[src/cnn_tail_cfg.svh]
`ifndef CNN_TAIL_CFG_SVH
`define CNN_TAIL_CFG_SVH

// Feature map geometry
`define CT_CH           6
`define CT_POS          8
`define CT_WORD_BYTES   8
`define CT_WORDS        6

// Classifier shape
`define CT_NEURONS      4
`define CT_LANE_NEURONS 2

// Wide enough for 48 products of two int8 values
`define CT_ACC_W        22

// APB address width
`define CT_APB_AW       8

`endif

[src/cnn_tail_pkg.sv]
`include "cnn_tail_cfg.svh"

package cnn_tail_pkg;

    typedef logic signed [7:0] int8_t;
    typedef int8_t [`CT_WORD_BYTES-1:0] fm_word_t;
    typedef logic signed [`CT_ACC_W-1:0] acc_t;

    // One beat from the pooling stage
    typedef struct packed {
        logic                   valid;
        logic                   last;
        int8_t [`CT_CH-1:0]     data;
    } pool_beat_t;

    // Buffer word tagged for the lanes
    typedef struct packed {
        logic                           valid;
        logic                           last;
        logic [$clog2(`CT_WORDS)-1:0]   idx;
        fm_word_t                       word;
    } lane_word_t;

    typedef struct packed {
        logic                           valid;
        acc_t [`CT_LANE_NEURONS-1:0]    sum;
    } lane_sum_t;

    // Field order matches pwdata[15:0]
    typedef struct packed {
        logic                                   en;
        logic                                   lane;
        logic                                   neuron;
        logic [$clog2(`CT_CH*`CT_POS)-1:0]      idx;
        int8_t                                  value;
    } wgt_wr_t;

    typedef struct packed {
        logic                               valid;
        logic [$clog2(`CT_NEURONS)-1:0]     cls;
        acc_t                               score;
    } class_result_t;

    typedef enum logic [1:0] {
        CS_IDLE,
        CS_READ,
        CS_WAIT,
        CS_DONE
    } class_state_e;

    typedef enum logic [`CT_APB_AW-1:0] {
        REG_WGT    = 8'h00,
        REG_RESULT = 8'h04,
        REG_STATUS = 8'h08
    } apb_reg_e;

endpackage

[src/fc_classifier.sv]
`timescale 1ns/1ps
`include "cnn_tail_cfg.svh"

module fc_classifier (
    input  logic                            clk,
    input  logic                            rst_n,
    input  logic                            i_fc_start,
    input  cnn_tail_pkg::fm_word_t          i_fm_word,
    output logic [2:0]                      o_fc_fm_addr,
    output cnn_tail_pkg::lane_word_t        o_word,
    input  cnn_tail_pkg::wgt_wr_t           i_wgt,
    output cnn_tail_pkg::wgt_wr_t           o_wgt_l0,
    output cnn_tail_pkg::wgt_wr_t           o_wgt_l1,
    input  cnn_tail_pkg::lane_sum_t         i_sum_l0,
    input  cnn_tail_pkg::lane_sum_t         i_sum_l1,
    output cnn_tail_pkg::class_result_t     o_result,
    output logic                            o_read_done
);
    import cnn_tail_pkg::*;

    class_state_e   state_q;
    logic [2:0]     addr_q;
    logic           tag_valid_q;
    logic           tag_last_q;
    logic [2:0]     tag_idx_q;
    logic           sums_ready;
    acc_t           score [`CT_NEURONS];
    logic [1:0]     best_cls;
    acc_t           best_score;
    logic           res_valid_q;
    logic [1:0]     res_cls_q;
    acc_t           res_score_q;

    assign sums_ready = (state_q == CS_WAIT) && i_sum_l0.valid && i_sum_l1.valid;

    //////////////////////////////////////////////////////////////////////
    // Read sequencer
    //////////////////////////////////////////////////////////////////////

    always_ff @(posedge clk or negedge rst_n) begin
        if (!rst_n) begin
            state_q <= CS_IDLE;
            addr_q  <= '0;
        end else begin
            case (state_q)
                CS_IDLE: begin
                    if (i_fc_start) begin
                        state_q <= CS_READ;
                        addr_q  <= '0;
                    end
                end
                CS_READ: begin
                    addr_q <= addr_q + 3'd1;
                    if (addr_q == 3'(`CT_WORDS - 1)) begin
                        state_q <= CS_WAIT;
                    end
                end
                CS_WAIT: begin
                    if (sums_ready) begin
                        state_q <= CS_DONE;
                    end
                end
                default: state_q <= CS_IDLE;
            endcase
        end
    end

    assign o_fc_fm_addr = addr_q;
    assign o_read_done  = (state_q == CS_DONE);

    // Tag follows the address by the buffer's read latency
    always_ff @(posedge clk or negedge rst_n) begin
        if (!rst_n) begin
            tag_valid_q <= 1'b0;
            tag_last_q  <= 1'b0;
            tag_idx_q   <= '0;
        end else begin
            tag_valid_q <= (state_q == CS_READ);
            tag_last_q  <= (state_q == CS_READ) && (addr_q == 3'(`CT_WORDS - 1));
            tag_idx_q   <= addr_q;
        end
    end

    always_comb begin
        o_word.valid = tag_valid_q;
        o_word.last  = tag_last_q;
        o_word.idx   = tag_idx_q;
        o_word.word  = i_fm_word;
    end

    // Weight writes go to one lane only
    always_comb begin
        o_wgt_l0    = i_wgt;
        o_wgt_l1    = i_wgt;
        o_wgt_l0.en = i_wgt.en && !i_wgt.lane;
        o_wgt_l1.en = i_wgt.en && i_wgt.lane;
    end

    //////////////////////////////////////////////////////////////////////
    // Argmax, ties keep the lower index
    //////////////////////////////////////////////////////////////////////

    always_comb begin
        score[0]   = i_sum_l0.sum[0];
        score[1]   = i_sum_l0.sum[1];
        score[2]   = i_sum_l1.sum[0];
        score[3]   = i_sum_l1.sum[1];
        best_cls   = 2'd0;
        best_score = score[0];
        for (int n = 1; n < `CT_NEURONS; n++) begin
            if (score[n] > best_score) begin
                best_cls   = 2'(n);
                best_score = score[n];
            end
        end
    end

    always_ff @(posedge clk or negedge rst_n) begin
        if (!rst_n) begin
            res_valid_q <= 1'b0;
        end else begin
            res_valid_q <= sums_ready;
        end
    end

    always_ff @(posedge clk) begin
        if (sums_ready) begin
            res_cls_q   <= best_cls;
            res_score_q <= best_score;
        end
    end

    always_comb begin
        o_result.valid = res_valid_q;
        o_result.cls   = res_cls_q;
        o_result.score = res_score_q;
    end

    a_lane_sums_aligned: assert property (@(posedge clk) disable iff (!rst_n)
        i_sum_l0.valid == i_sum_l1.valid);

endmodule

[config.mk]
export PLATFORM = sky130hd
export DESIGN_NAME = fc_classifier
export DESIGN_NICKNAME = d
export VERILOG_FILES = /design/src/cnn_tail_pkg.sv /design/src/fc_classifier.sv
export VERILOG_INCLUDE_DIRS = /design/src
export SDC_FILE = /design/constraint.sdc
export NUM_CORES = 1
export LEC_CHECK = 0
export BUFFER_PORTS_ARGS = -buffer_cell sky130_fd_sc_hd__buf_2
export CORE_AREA = 2 2 120 122
export CTS_CLUSTER_DIAMETER = 40
export DETAILED_ROUTE_END_ITERATION = 7
export DIE_AREA = 0 0 122 124
export GPL_TIMING_DRIVEN = 0
export PLACE_DENSITY = 0.63
export RECOVER_POWER = 25
export SLEW_MARGIN = 20
export SYNTH_ARGS = -nofsm -noshare
export SYNTH_HDL_FRONTEND = slang
export SYNTH_SLANG_ARGS = --single-unit
export TNS_END_PERCENT = 50
[constraint.sdc]
create_clock -name clk -period 3 [get_ports clk]
set_input_delay 0.3 -clock clk [delete_from_list [all_inputs] [get_ports clk]]
set_output_delay 0.3 -clock clk [all_outputs]
set_load 0.02 [all_outputs]
Yosys cells after proc, flatten, opt, wreduce, memory -nomap -nowiden
Cells that the tools add are included.

cells by class
  add/sub/neg operators = 1
  order comparisons = 3
  equal/unequal tests = 7
  multiplexer cells = 11
  reductions and logical operators = 11

operators by type and width
  operator             count
  $gt 22x22->1         3
  $mux 22              3
  $mux 2               3
  $pmux 2 s3           1
  $pmux 3 s2           1
  $logic_and 1x1->1    5
  $eq 2x2->1 const B   2
  $ne 2x2->1 const B   2
  $add 3x1->3 const B  1
  $eq 3x3->1 const B   1
  $mux 3               1
  $reduce_and 3->1     1
  $eq 2x1->1 const B   1
  $logic_not 2->1      1
  $mux 1               2
  $ne 2x1->1 const B   1
  $reduce_and 2->1     1
  $reduce_bool 2->1    1
  $reduce_or 2->1      1
  $logic_not 1->1      1

storage, ports and cells
  flip-flop bits (word level) = 35
  bits of input ports = 174
  output and inout port bits = 132

Logic depth before layout (Yosys ltp)
Gate-level depths: netlist (run 1).

  depth in word-level cells = 6
  gate-level depth with buffers = 33

Worst setup path before layout (run 1)
Ideal clock, no wire load.

  path kind = input to register
  from = input port i_sum_l0[20] (netlist bit)
  to = register res_score_q[0] (data pin)
  library setup time = 0.262 ns
  data arrival time = 6.334 ns
  path slack = -3.596 ns
  stages = 31
  path buffers = 3
  cell sequence = inv_1 -> ha_1 -> a21oi_1 -> nand3_1 -> or4_4 -> a2111oi_2 -> a21o_1 -> buf_6 -> buf_2 -> mux2i_1 -> ha_1 -> maj3_1 -> maj3_1 -> o2bb2ai_1 -> o32ai_1 -> mux2i_1 -> nand2_1 -> clkbuf_1 -> nand2_1 -> o21ai_0 -> ha_1 -> a21o_1 -> a21o_1 -> a21o_1 -> a21o_1 -> a21o_1 -> a21oi_1 -> o21ai_0 -> a31oi_2 -> a21oi_4 -> mux2_1

on the way
  cells in the longest elaborated chain, start to end = 6

RTL lines
  element               line                  RTL
  start, declared       fc_classifier.sv:14   input cnn_tail_pkg::lane_sum_t i_sum_l0,
  $gt 22x22->1          fc_classifier.sv:111  if (score[n] > best_score) begin
  $mux 22 *             fc_classifier.sv:111
  $gt 22x22->1          fc_classifier.sv:111
  $mux 22 *             fc_classifier.sv:111
  $gt 22x22->1          fc_classifier.sv:111
  $mux 22 *             fc_classifier.sv:111
  net best_score[0]     fc_classifier.sv:29   acc_t best_score;
  end signal, assigned  fc_classifier.sv:129  res_score_q <= best_score;
  end, declared         fc_classifier.sv:32   acc_t res_score_q;

Mark *: on every way through the listed nets, which the timed path passes. The rest lies on a longest branch.
A chain may end at the register's enable or synchronous reset.

Worst setup path after layout (run 1)
  from = input port i_sum_l0[42] (netlist bit)
  to = register res_cls_q[0] (data pin)

on the way
  cells in the longest elaborated chain, start to end = 5
  elaborated cells between the ends (all ways) = 7
  those cells by class = 3 x order compare; 4 x mux

RTL lines
  element               line                  RTL
  $gt 22x22->1          fc_classifier.sv:111
  $mux 22               fc_classifier.sv:111
  $gt 22x22->1          fc_classifier.sv:111
  $mux 22               fc_classifier.sv:111
  $gt 22x22->1          fc_classifier.sv:111
  end signal, assigned  fc_classifier.sv:128  res_cls_q <= best_cls;
  end, declared         fc_classifier.sv:31   logic [1:0] res_cls_q;

Parallel ways exist; a longest one is shown, timed or not.

==> results of run 1 <==
[synth_stat cells (4+ instances only)]
library cell	count
sky130_fd_sc_hd__o21a_1	6
sky130_fd_sc_hd__edfxtp_1	24
sky130_fd_sc_hd__o211ai_1	4
sky130_fd_sc_hd__buf_4	99
sky130_fd_sc_hd__xnor2_1	4
sky130_fd_sc_hd__nand2b_1	4
sky130_fd_sc_hd__a21o_1	8
sky130_fd_sc_hd__maj3_1	4
sky130_fd_sc_hd__mux2i_1	43
sky130_fd_sc_hd__a21oi_1	12
sky130_fd_sc_hd__nor2b_1	5
sky130_fd_sc_hd__ha_1	70
sky130_fd_sc_hd__o21ai_0	36
sky130_fd_sc_hd__nand4_1	13
sky130_fd_sc_hd__dfrtp_1	11
sky130_fd_sc_hd__nand2_1	40
sky130_fd_sc_hd__inv_1	56
sky130_fd_sc_hd__nor2_1	18
sky130_fd_sc_hd__nand3_1	6
sky130_fd_sc_hd__clkbuf_1	5
[timing repair]
action,in CTS,in global routing
hold endpoints to repair,11,0
endpoints found under the setup margin,24,24
hold buffers,1,0
gates cloned,2,1
pin swaps,19,13
gates resized for setup,96,32
setup buffers,33,7
[sequential cells by signal, indices dropped and copies added (netlist names)]
name          cells
state_q           2
res_score_q      22
res_cls_q         2
tag_last_q        1
o_fc_fm_addr      3
tag_valid_q       1
tag_idx_q         3
res_valid_q       1
[report_power, final]
group	internal (mW)	switching, mW
clock network	0.353	0.192
logic	1.25	1.30
registers	0.664	0.0497
total	2.27	1.54
[per-layer routing]
metal / vias up / share of wire, % / routed length [um]
li1: 2263 / - / -
met1: 2066 / 40 / 6960
met2: 198 / 48 / 8280
met3: 34 / 10 / 1780
met4: 4 / 2.1 / 362
met5: - / 0.19 / 33
[path summary, 6_finish.rpt]
path / cells after the start / startpoint / endpoint
max: 33 / i_sum_l0[42] / res_cls_q[0]
max reg2reg: 3 / state_q[0] / res_score_q[13]
min in group asynchronous: 2 / rst_n / state_q[0]
min: 2 / i_sum_l1[22] / res_score_q[0]
min reg2reg: 0 / o_fc_fm_addr[1] / tag_idx_q[1]
max in group asynchronous: 2 / rst_n / res_valid_q
[logic make-up after synthesis]
group / synth area share, %
compound gates: 13.3
xor+xnor: 0.776
buf+inv: 22.5
mux: 10.6
flops: 22.1
fa+ha+maj: 20.3
simple gates: 10.5
[cell type report]
| class | instances | area (sq um) | share of cell area, % |
|---|---|---|---|
| Clock inverter | 1 | 6.26 | 0.0884 |
| Timing Repair Buffer | 267 | 1550 | 21.9 |
| Tap cell | 180 | 225 | 3.18 |
| Buffer | 109 | 887 | 12.5 |
| Antenna cell | 4 | 10.0 | 0.141 |
| Inverter | 56 | 223 | 3.15 |
| Multi-Input combinational cell | 315 | 3030 | 42.8 |
| Clock buffer | 7 | 153 | 2.16 |
| Sequential cell | 35 | 996 | 14.1 |
[per-stage QoR]
stage          instances  power [mW]  worst slack [ns]  hold slack [ns]  util [%]
5_1_grt              972        4.08             -3.46            0.367      51.6
4_1_cts              963        3.64             -3.02            0.351      50.5
3_3_place_gp         920        2.64             -3.99            0.177      44.1
3_5_place_dp         920        2.66             -4.05            0.179      44.1
6_report             974        3.81             -3.16            0.361      51.6
2_1_floorplan        515        2.12             -2.81          0.00441         -
==> summary.txt, run 1 <==
Outcome
  • Outcome: finished, violations left
  • Violated checks: setup timing

Synth
  • Number of warnings reported in the yosys synthesis log: 0
  • Biggest area consumer among synthesized cells: sky130_fd_sc_hd__ha_1
  • Ys async rst share: 31.4%
  • Average cell area after synthesis: 8.76 sq um
  • Net count after synthesis: 759
  • Leading register cell type out of synthesis: sky130_fd_sc_hd__edfxtp_1
  • Number of cells produced by synthesis: 515
  • Main area contributors after synthesis: sky130_fd_sc_hd__ha_1 19%, sky130_fd_sc_hd__buf_4 16%, sky130_fd_sc_hd__edfxtp_1 16%
  • Number of synthesized flops with an enable pin: 24
  • Number of distinct library cells after synthesis: 50
  • Register bit count reported by yosys: 35
  • Post-synthesis instance area: 4510 sq um
  • Portion of the post-synthesis area used by sequential elements: 22.1%
  • Share of Yosys cell area claimed by the top area cell type: 19.4%

STA
  • Post-route fraction of the period consumed by the critical path: 205%
  • Setup repair after global routing missed its margin: yes
  • Post-route clock skew: 0.00328 ns
  • Post-Route Setup TNS: -75.02 ns
  • Slew HR: 60.0%
  • Maximum clock rate: 0.162 GHz
  • Number of hold violations in the final report: 0
  • Worst-margin pin slew: 0.600 ns
  • Number of max-slew violations in the final report: 0
  • Final setup margin: -3.16 ns
  • Count of endpoints failing setup in the final report: 24
  • Post-layout minimum cycle time: 6.16 ns

Floorplan
  • Core outline area: 13700 sq um
  • Initial cell density of the core: 32.9%
  • Standard-cell rows: 43
  • Die Outline Area: 15100 sq um
  • Horizontal die dimension: 122 um
  • I/O pins: 306
  • Height of the chip: 124 um

Global routing
  • Global routing met2 resource utilization: 37.0%
  • Maximum number of pins on one net before global-route repair: 26
  • Vias in the first global route: 4557
  • Global-route track usage on met3: 7.97%
  • Wire length of the first global-routing pass: 24.6 mm
  • Total grt overflow: 0
  • Most crowded layer after global routing: met2
  • Global routing usage on met1: 26.0%
  • GRT Util Overall: 21.7%
  • Number of antenna violations at the first check in global routing: 6

Clock tree
  • Post-CTS clock slew at the launch and capture registers of the worst setup and hold paths: 0.06 ns
  • Clock sink count: 35
  • Clock Tree Root: sky130_fd_sc_hd__clkbuf_16
  • Maximum level of the CTS H-tree: 2
  • Number of CTS-inserted buffers: 5
  • Number of buffers on the longest clock path: 2
  • Clock latency of the later-clocked register in the worst-skew pair: 0.28 ns
  • CTS tree: yes

Layout
  • Number of filler cells placed in the layout: 1308
  • Final Net Count: 1033
  • Synth-to-Final Area Change: 56.9%
  • Leading cell types in the layout, fill and taps excluded: 184 x sky130_fd_sc_hd__buf_2, 134 x sky130_fd_sc_hd__buf_4, 55 x sky130_fd_sc_hd__ha_1, 49 x sky130_fd_sc_hd__inv_1, 36 x sky130_fd_sc_hd__nand2_1
  • Fraction of layout instances using a drive strength above 1: 55.7%
  • Most frequent standard cell in the layout excluding fill and tap cells: sky130_fd_sc_hd__buf_2
  • Finished layout cell area: 7080 sq um

Power
  • Static leakage: 3.61 nW
  • Maximum vdd drop: 225 uV
  • Pwr Density: 538 nW/um^2

Critical path
  • Family with the most delay on the worst path: compound AO/OA/AOI/OAI gates
  • Most common cell on crit path: sky130_fd_sc_hd__a21o_1
  • R2r setup slk: 1.33 ns
  • Maximum fanout count along the critical path: 7
  • Crit path max-delay cell type: sky130_fd_sc_hd__or4_4
  • CP arrival: 6.19 ns
  • Required time worst endpoint: 3.03 ns
  • Crit path largest cell delay: 0.54 ns
  • Bufs and invs on worst path: 6
  • Type of element capturing the critical path: flip-flop
  • Sort of element at the start of the critical path: primary input
  • Kind of critical path: primary input to flip-flop

Route
  • First DRT Iteration DRCs: 204
  • Average wire per standard cell: 17.9 um
  • Vias after detailed routing: 4565
  • Remaining antenna violation count after routing: 0
  • Vias per Instance: 4.69
  • Wirelength, routed: 17.4 mm
  • Initial DRT Pass Iterations: 5
  • Count of unresolved DRC violations after routing: 0

Place
  • Number of buffers inserted by port buffering: 225
  • Placement Cell Area: 6050 sq um
  • Detailed placement HPWL: 14.6 mm
  • Final weighted congestion in routability-driven placement: 0.869

Worst hold path
  • Type of the most critical hold path: primary input to flip-flop

Job
  • Max cap viols: 0
No activity file was read; power rests on OpenSTA's default activity.
==> inputs of run 2 (changes only) <==
- RECOVER_POWER: 25 -> unset
==> run 2 against run 1 <==
Net effect:
- critical path depth did not move
- critical endpoint unchanged
- the flow still finishes with violations (setup timing)
- count of clock-buffer cells in the layout did not move
- routed wire length fell by 0.12%
- first-iteration DRC count fell by 7.4%
- combinational power barely moved
- sequential share of layout area fell by 0.077 points
- setup slack got worse by 0.0069 ns
- sequential cell count did not move
- hold slack barely moved
- maximum frequency fell by 0.11%
- core utilization rose by 0.28 points
- global-route usage did not move
==> summary.txt, run 2 (synthesis gave the netlist of run 1 again) <==
Place
  • Final weighted congestion in routability-driven placement: 0.869 (unchanged)
  • Number of buffers inserted by port buffering: 225 (unchanged)
  • Detailed placement HPWL: 14.6 mm (unchanged)
  • Cell Count Post-Placement: 920 (unchanged)

Route
  • Count of unresolved DRC violations after routing: 0 (unchanged)
  • First DRT Iteration DRCs: 189 (-7.4%)
  • Vias after detailed routing: 4573 (+0.18%)
  • Average wire per standard cell: 17.9 um (-0.12%)
  • Vias per Instance: 4.70 (+0.18%)
  • Initial DRT Pass Iterations: 5 (unchanged)
  • Remaining antenna violation count after routing: 0 (unchanged)
  • Wirelength, routed: 17.4 mm (-0.12%)

Worst hold path
  • Hold depth: 2 (unchanged)
  • Type of the most critical hold path: primary input to flip-flop

Clock tree
  • Post-CTS clock slew at the launch and capture registers of the worst setup and hold paths: 0.06 ns (about the same)
  • Clock sink count: 35 (unchanged)
  • CTS tree: yes
  • Clock Tree Root: sky130_fd_sc_hd__clkbuf_16
  • Number of CTS-inserted buffers: 5 (unchanged)
  • Maximum level of the CTS H-tree: 2 (unchanged)
  • Number of buffers on the longest clock path: 2 (unchanged)
  • Clock latency of the later-clocked register in the worst-skew pair: 0.28 ns (about the same)

STA
  • Post-layout minimum cycle time: 6.17 ns (+0.00694 ns)
  • Post-route fraction of the period consumed by the critical path: 206% (+0.23 points)
  • Worst Hold Slack: 0.361 ns (-0.0000470 ns)
  • Number of hold violations in the final report: 0 (unchanged)
  • Final setup margin: -3.17 ns (-0.00694 ns)
  • Worst-margin pin slew: 0.599 ns (-0.000566 ns)
  • Maximum clock rate: 0.162 GHz (-0.11%)
  • Number of max-slew violations in the final report: 0 (unchanged)
  • Post-route clock skew: 0.00328 ns (+0.0000000300 ns)
  • Setup repair after global routing missed its margin: yes
  • Slew HR: 60.0% (about the same)
  • Count of endpoints failing setup in the final report: 24 (unchanged)

Critical path
  • Maximum fanout count along the critical path: 7 (unchanged)
  • R2R cell count: 3 (unchanged)
  • Sort of element at the start of the critical path: primary input
  • Kind of critical path: primary input to flip-flop
  • Required time worst endpoint: 3.03 ns (about the same)
  • Crit path largest cell delay: 0.54 ns (about the same)
  • CP arrival: 6.20 ns (about the same)
  • Most common cell on crit path: sky130_fd_sc_hd__a21o_1
  • Type of element capturing the critical path: flip-flop
  • Crit path max-delay cell type: sky130_fd_sc_hd__or4_4

Power
  • Maximum vdd drop: 226 uV (+0.26%)
  • Switching power total: 1.54 mW (-0.12%)
  • Pwr Density: 536 nW/um^2 (-0.43%)
  • Part of the power in the clock network: 14.3% (about the same)
  • Static leakage: 3.70 nW (+2.4%)
  • Power share of the combinational group: 67.0% (about the same)
  • Register share of total power: 18.7% (about the same)
  • Switching Fraction: 40.3% (-0.093 points)
  • Internal: 2.28 mW (+0.27%)

Floorplan
  • Core outline area: 13700 sq um (unchanged)
  • Die Outline Area: 15100 sq um (unchanged)
  • Horizontal die dimension: 122 um (unchanged)
  • Standard-cell rows: 43 (unchanged)
  • I/O pins: 306 (unchanged)
  • Initial cell density of the core: 32.9% (unchanged)
  • Height of the chip: 124 um (unchanged)

Layout
  • Final Net Count: 1033 (unchanged)
  • Synth-to-Final Area Change: 57.7%
  • Cell Count, Final, Fillers Out: 974 (unchanged)
  • Largest register by flop count: res_score_q
  • Most frequent standard cell in the layout excluding fill and tap cells: sky130_fd_sc_hd__buf_2
  • Flip-flop count of the largest register, all copies and words added: 22 (unchanged)
  • Fraction of layout instances using a drive strength above 1: 59.6% (+3.9 points)
  • Utilization after layout: 51.9% (+0.28 points)
  • Leading cell types in the layout, fill and taps excluded: 215 x sky130_fd_sc_hd__buf_2, 134 x sky130_fd_sc_hd__buf_4, 55 x sky130_fd_sc_hd__ha_1, 49 x sky130_fd_sc_hd__inv_1, 36 x sky130_fd_sc_hd__nand2_1

Outcome
  • Outcome: finished, violations left
  • Violated checks: setup timing

Global routing
  • Wire length of the first global-routing pass: 24.6 mm (unchanged)
  • GRT Util Overall: 21.7% (unchanged)
  • Total grt overflow: 0 (unchanged)
  • Number of antenna violations at the first check in global routing: 6 (unchanged)
  • Maximum number of pins on one net before global-route repair: 26 (unchanged)
  • Vias in the first global route: 4557 (unchanged)

Job
  • Max cap viols: 0 (unchanged)
## run 2: changes by cell type in the layout (fill, tap and decap cells not counted)
cell / before / now
sky130_fd_sc_hd__buf_2: 184 / 215
sky130_fd_sc_hd__clkbuf_1: 32 / 1
## run 2: layout make-up
| cell class | count | area, sq um |
|---|---|---|
| flip-flops and latches | 35 | 996 |
| multi-input cells | 315 | 3030 |
| clock buffers | 7 | 153 |
| plain buffers | 109 | 887 |
| clock inverters | 1 | 6.26 |
| diodes | 4 | 10.0 |
| well taps | 180 | 225 |
| repair buffers | 267 | 1590 |
| inverters | 56 | 223 |
| fillers | 1285 | 6600 |
## run 2: path summary, 6_finish.rpt
kind	start	to	slack (ns)
max in group asynchronous	rst_n	res_valid_q	2.39
setup reg to reg	state_q[0]	res_score_q[13]	1.33
hold / removal	i_sum_l1[22]	res_score_q[0]	0.36
setup / recovery	i_sum_l0[42]	res_cls_q[0]	-3.17
min in group asynchronous	rst_n	state_q[0]	0.42
hold reg to reg	o_fc_fm_addr[1]	tag_idx_q[1]	0.45
## run 2: routing by layer
metal / global-route usage (%) / share of wire [%]
met1: 26.0 / 40
met2: 37.0 / 48
met3: 7.97 / 11
met4: 5.24 / 2.0
met5: 0 / 0.15
## run 2: through the flow
stage | total power, mW | setup TNS, ns | area [sq um] | worst slack [ns]
final | 3.82 | -75.19 | 7120 | -3.17
after global routing | 4.08 | -81.95 | 7110 | -3.46
after CTS | 3.64 | -71.76 | 6930 | -3.02
after detailed placement | 2.66 | -96.55 | 6050 | -4.05
after global placement | 2.64 | -95.15 | 6050 | -3.99
after floorplan | 2.12 | -66.69 | 4690 | -2.81
## run 2: what timing repair did
action | in CTS | in global routing
setup endpoints to repair | 24 | 24
pin swaps | 19 | 13
gates resized for setup | 96 | 32
cloned | 2 | 1
hold buffers | 1 | 0
endpoints found under the hold margin | 11 | 0
buffers inserted | 33 | 7
## run 2: power groups by stage
stage	logic (mW)	clock network (mW)	registers, mW
2_1_floorplan	1.32	0	0.804
3_3_place_gp	1.91	0	0.726
6_report	2.56	0.546	0.714
3_5_place_dp	1.93	0	0.725
4_1_cts	2.37	0.556	0.716
5_1_grt	2.78	0.571	0.729
## run 2: worst max-delay path, delay by kind of cell
kind / cells / cell delay, ns
adders and majority gates: 3 / 0.78
and+or+nand+nor: 5 / 1.02
buffers and inverters: 6 / 0.95
AOI/OAI and AO/OA: 17 / 2.65
muxes: 2 / 0.48
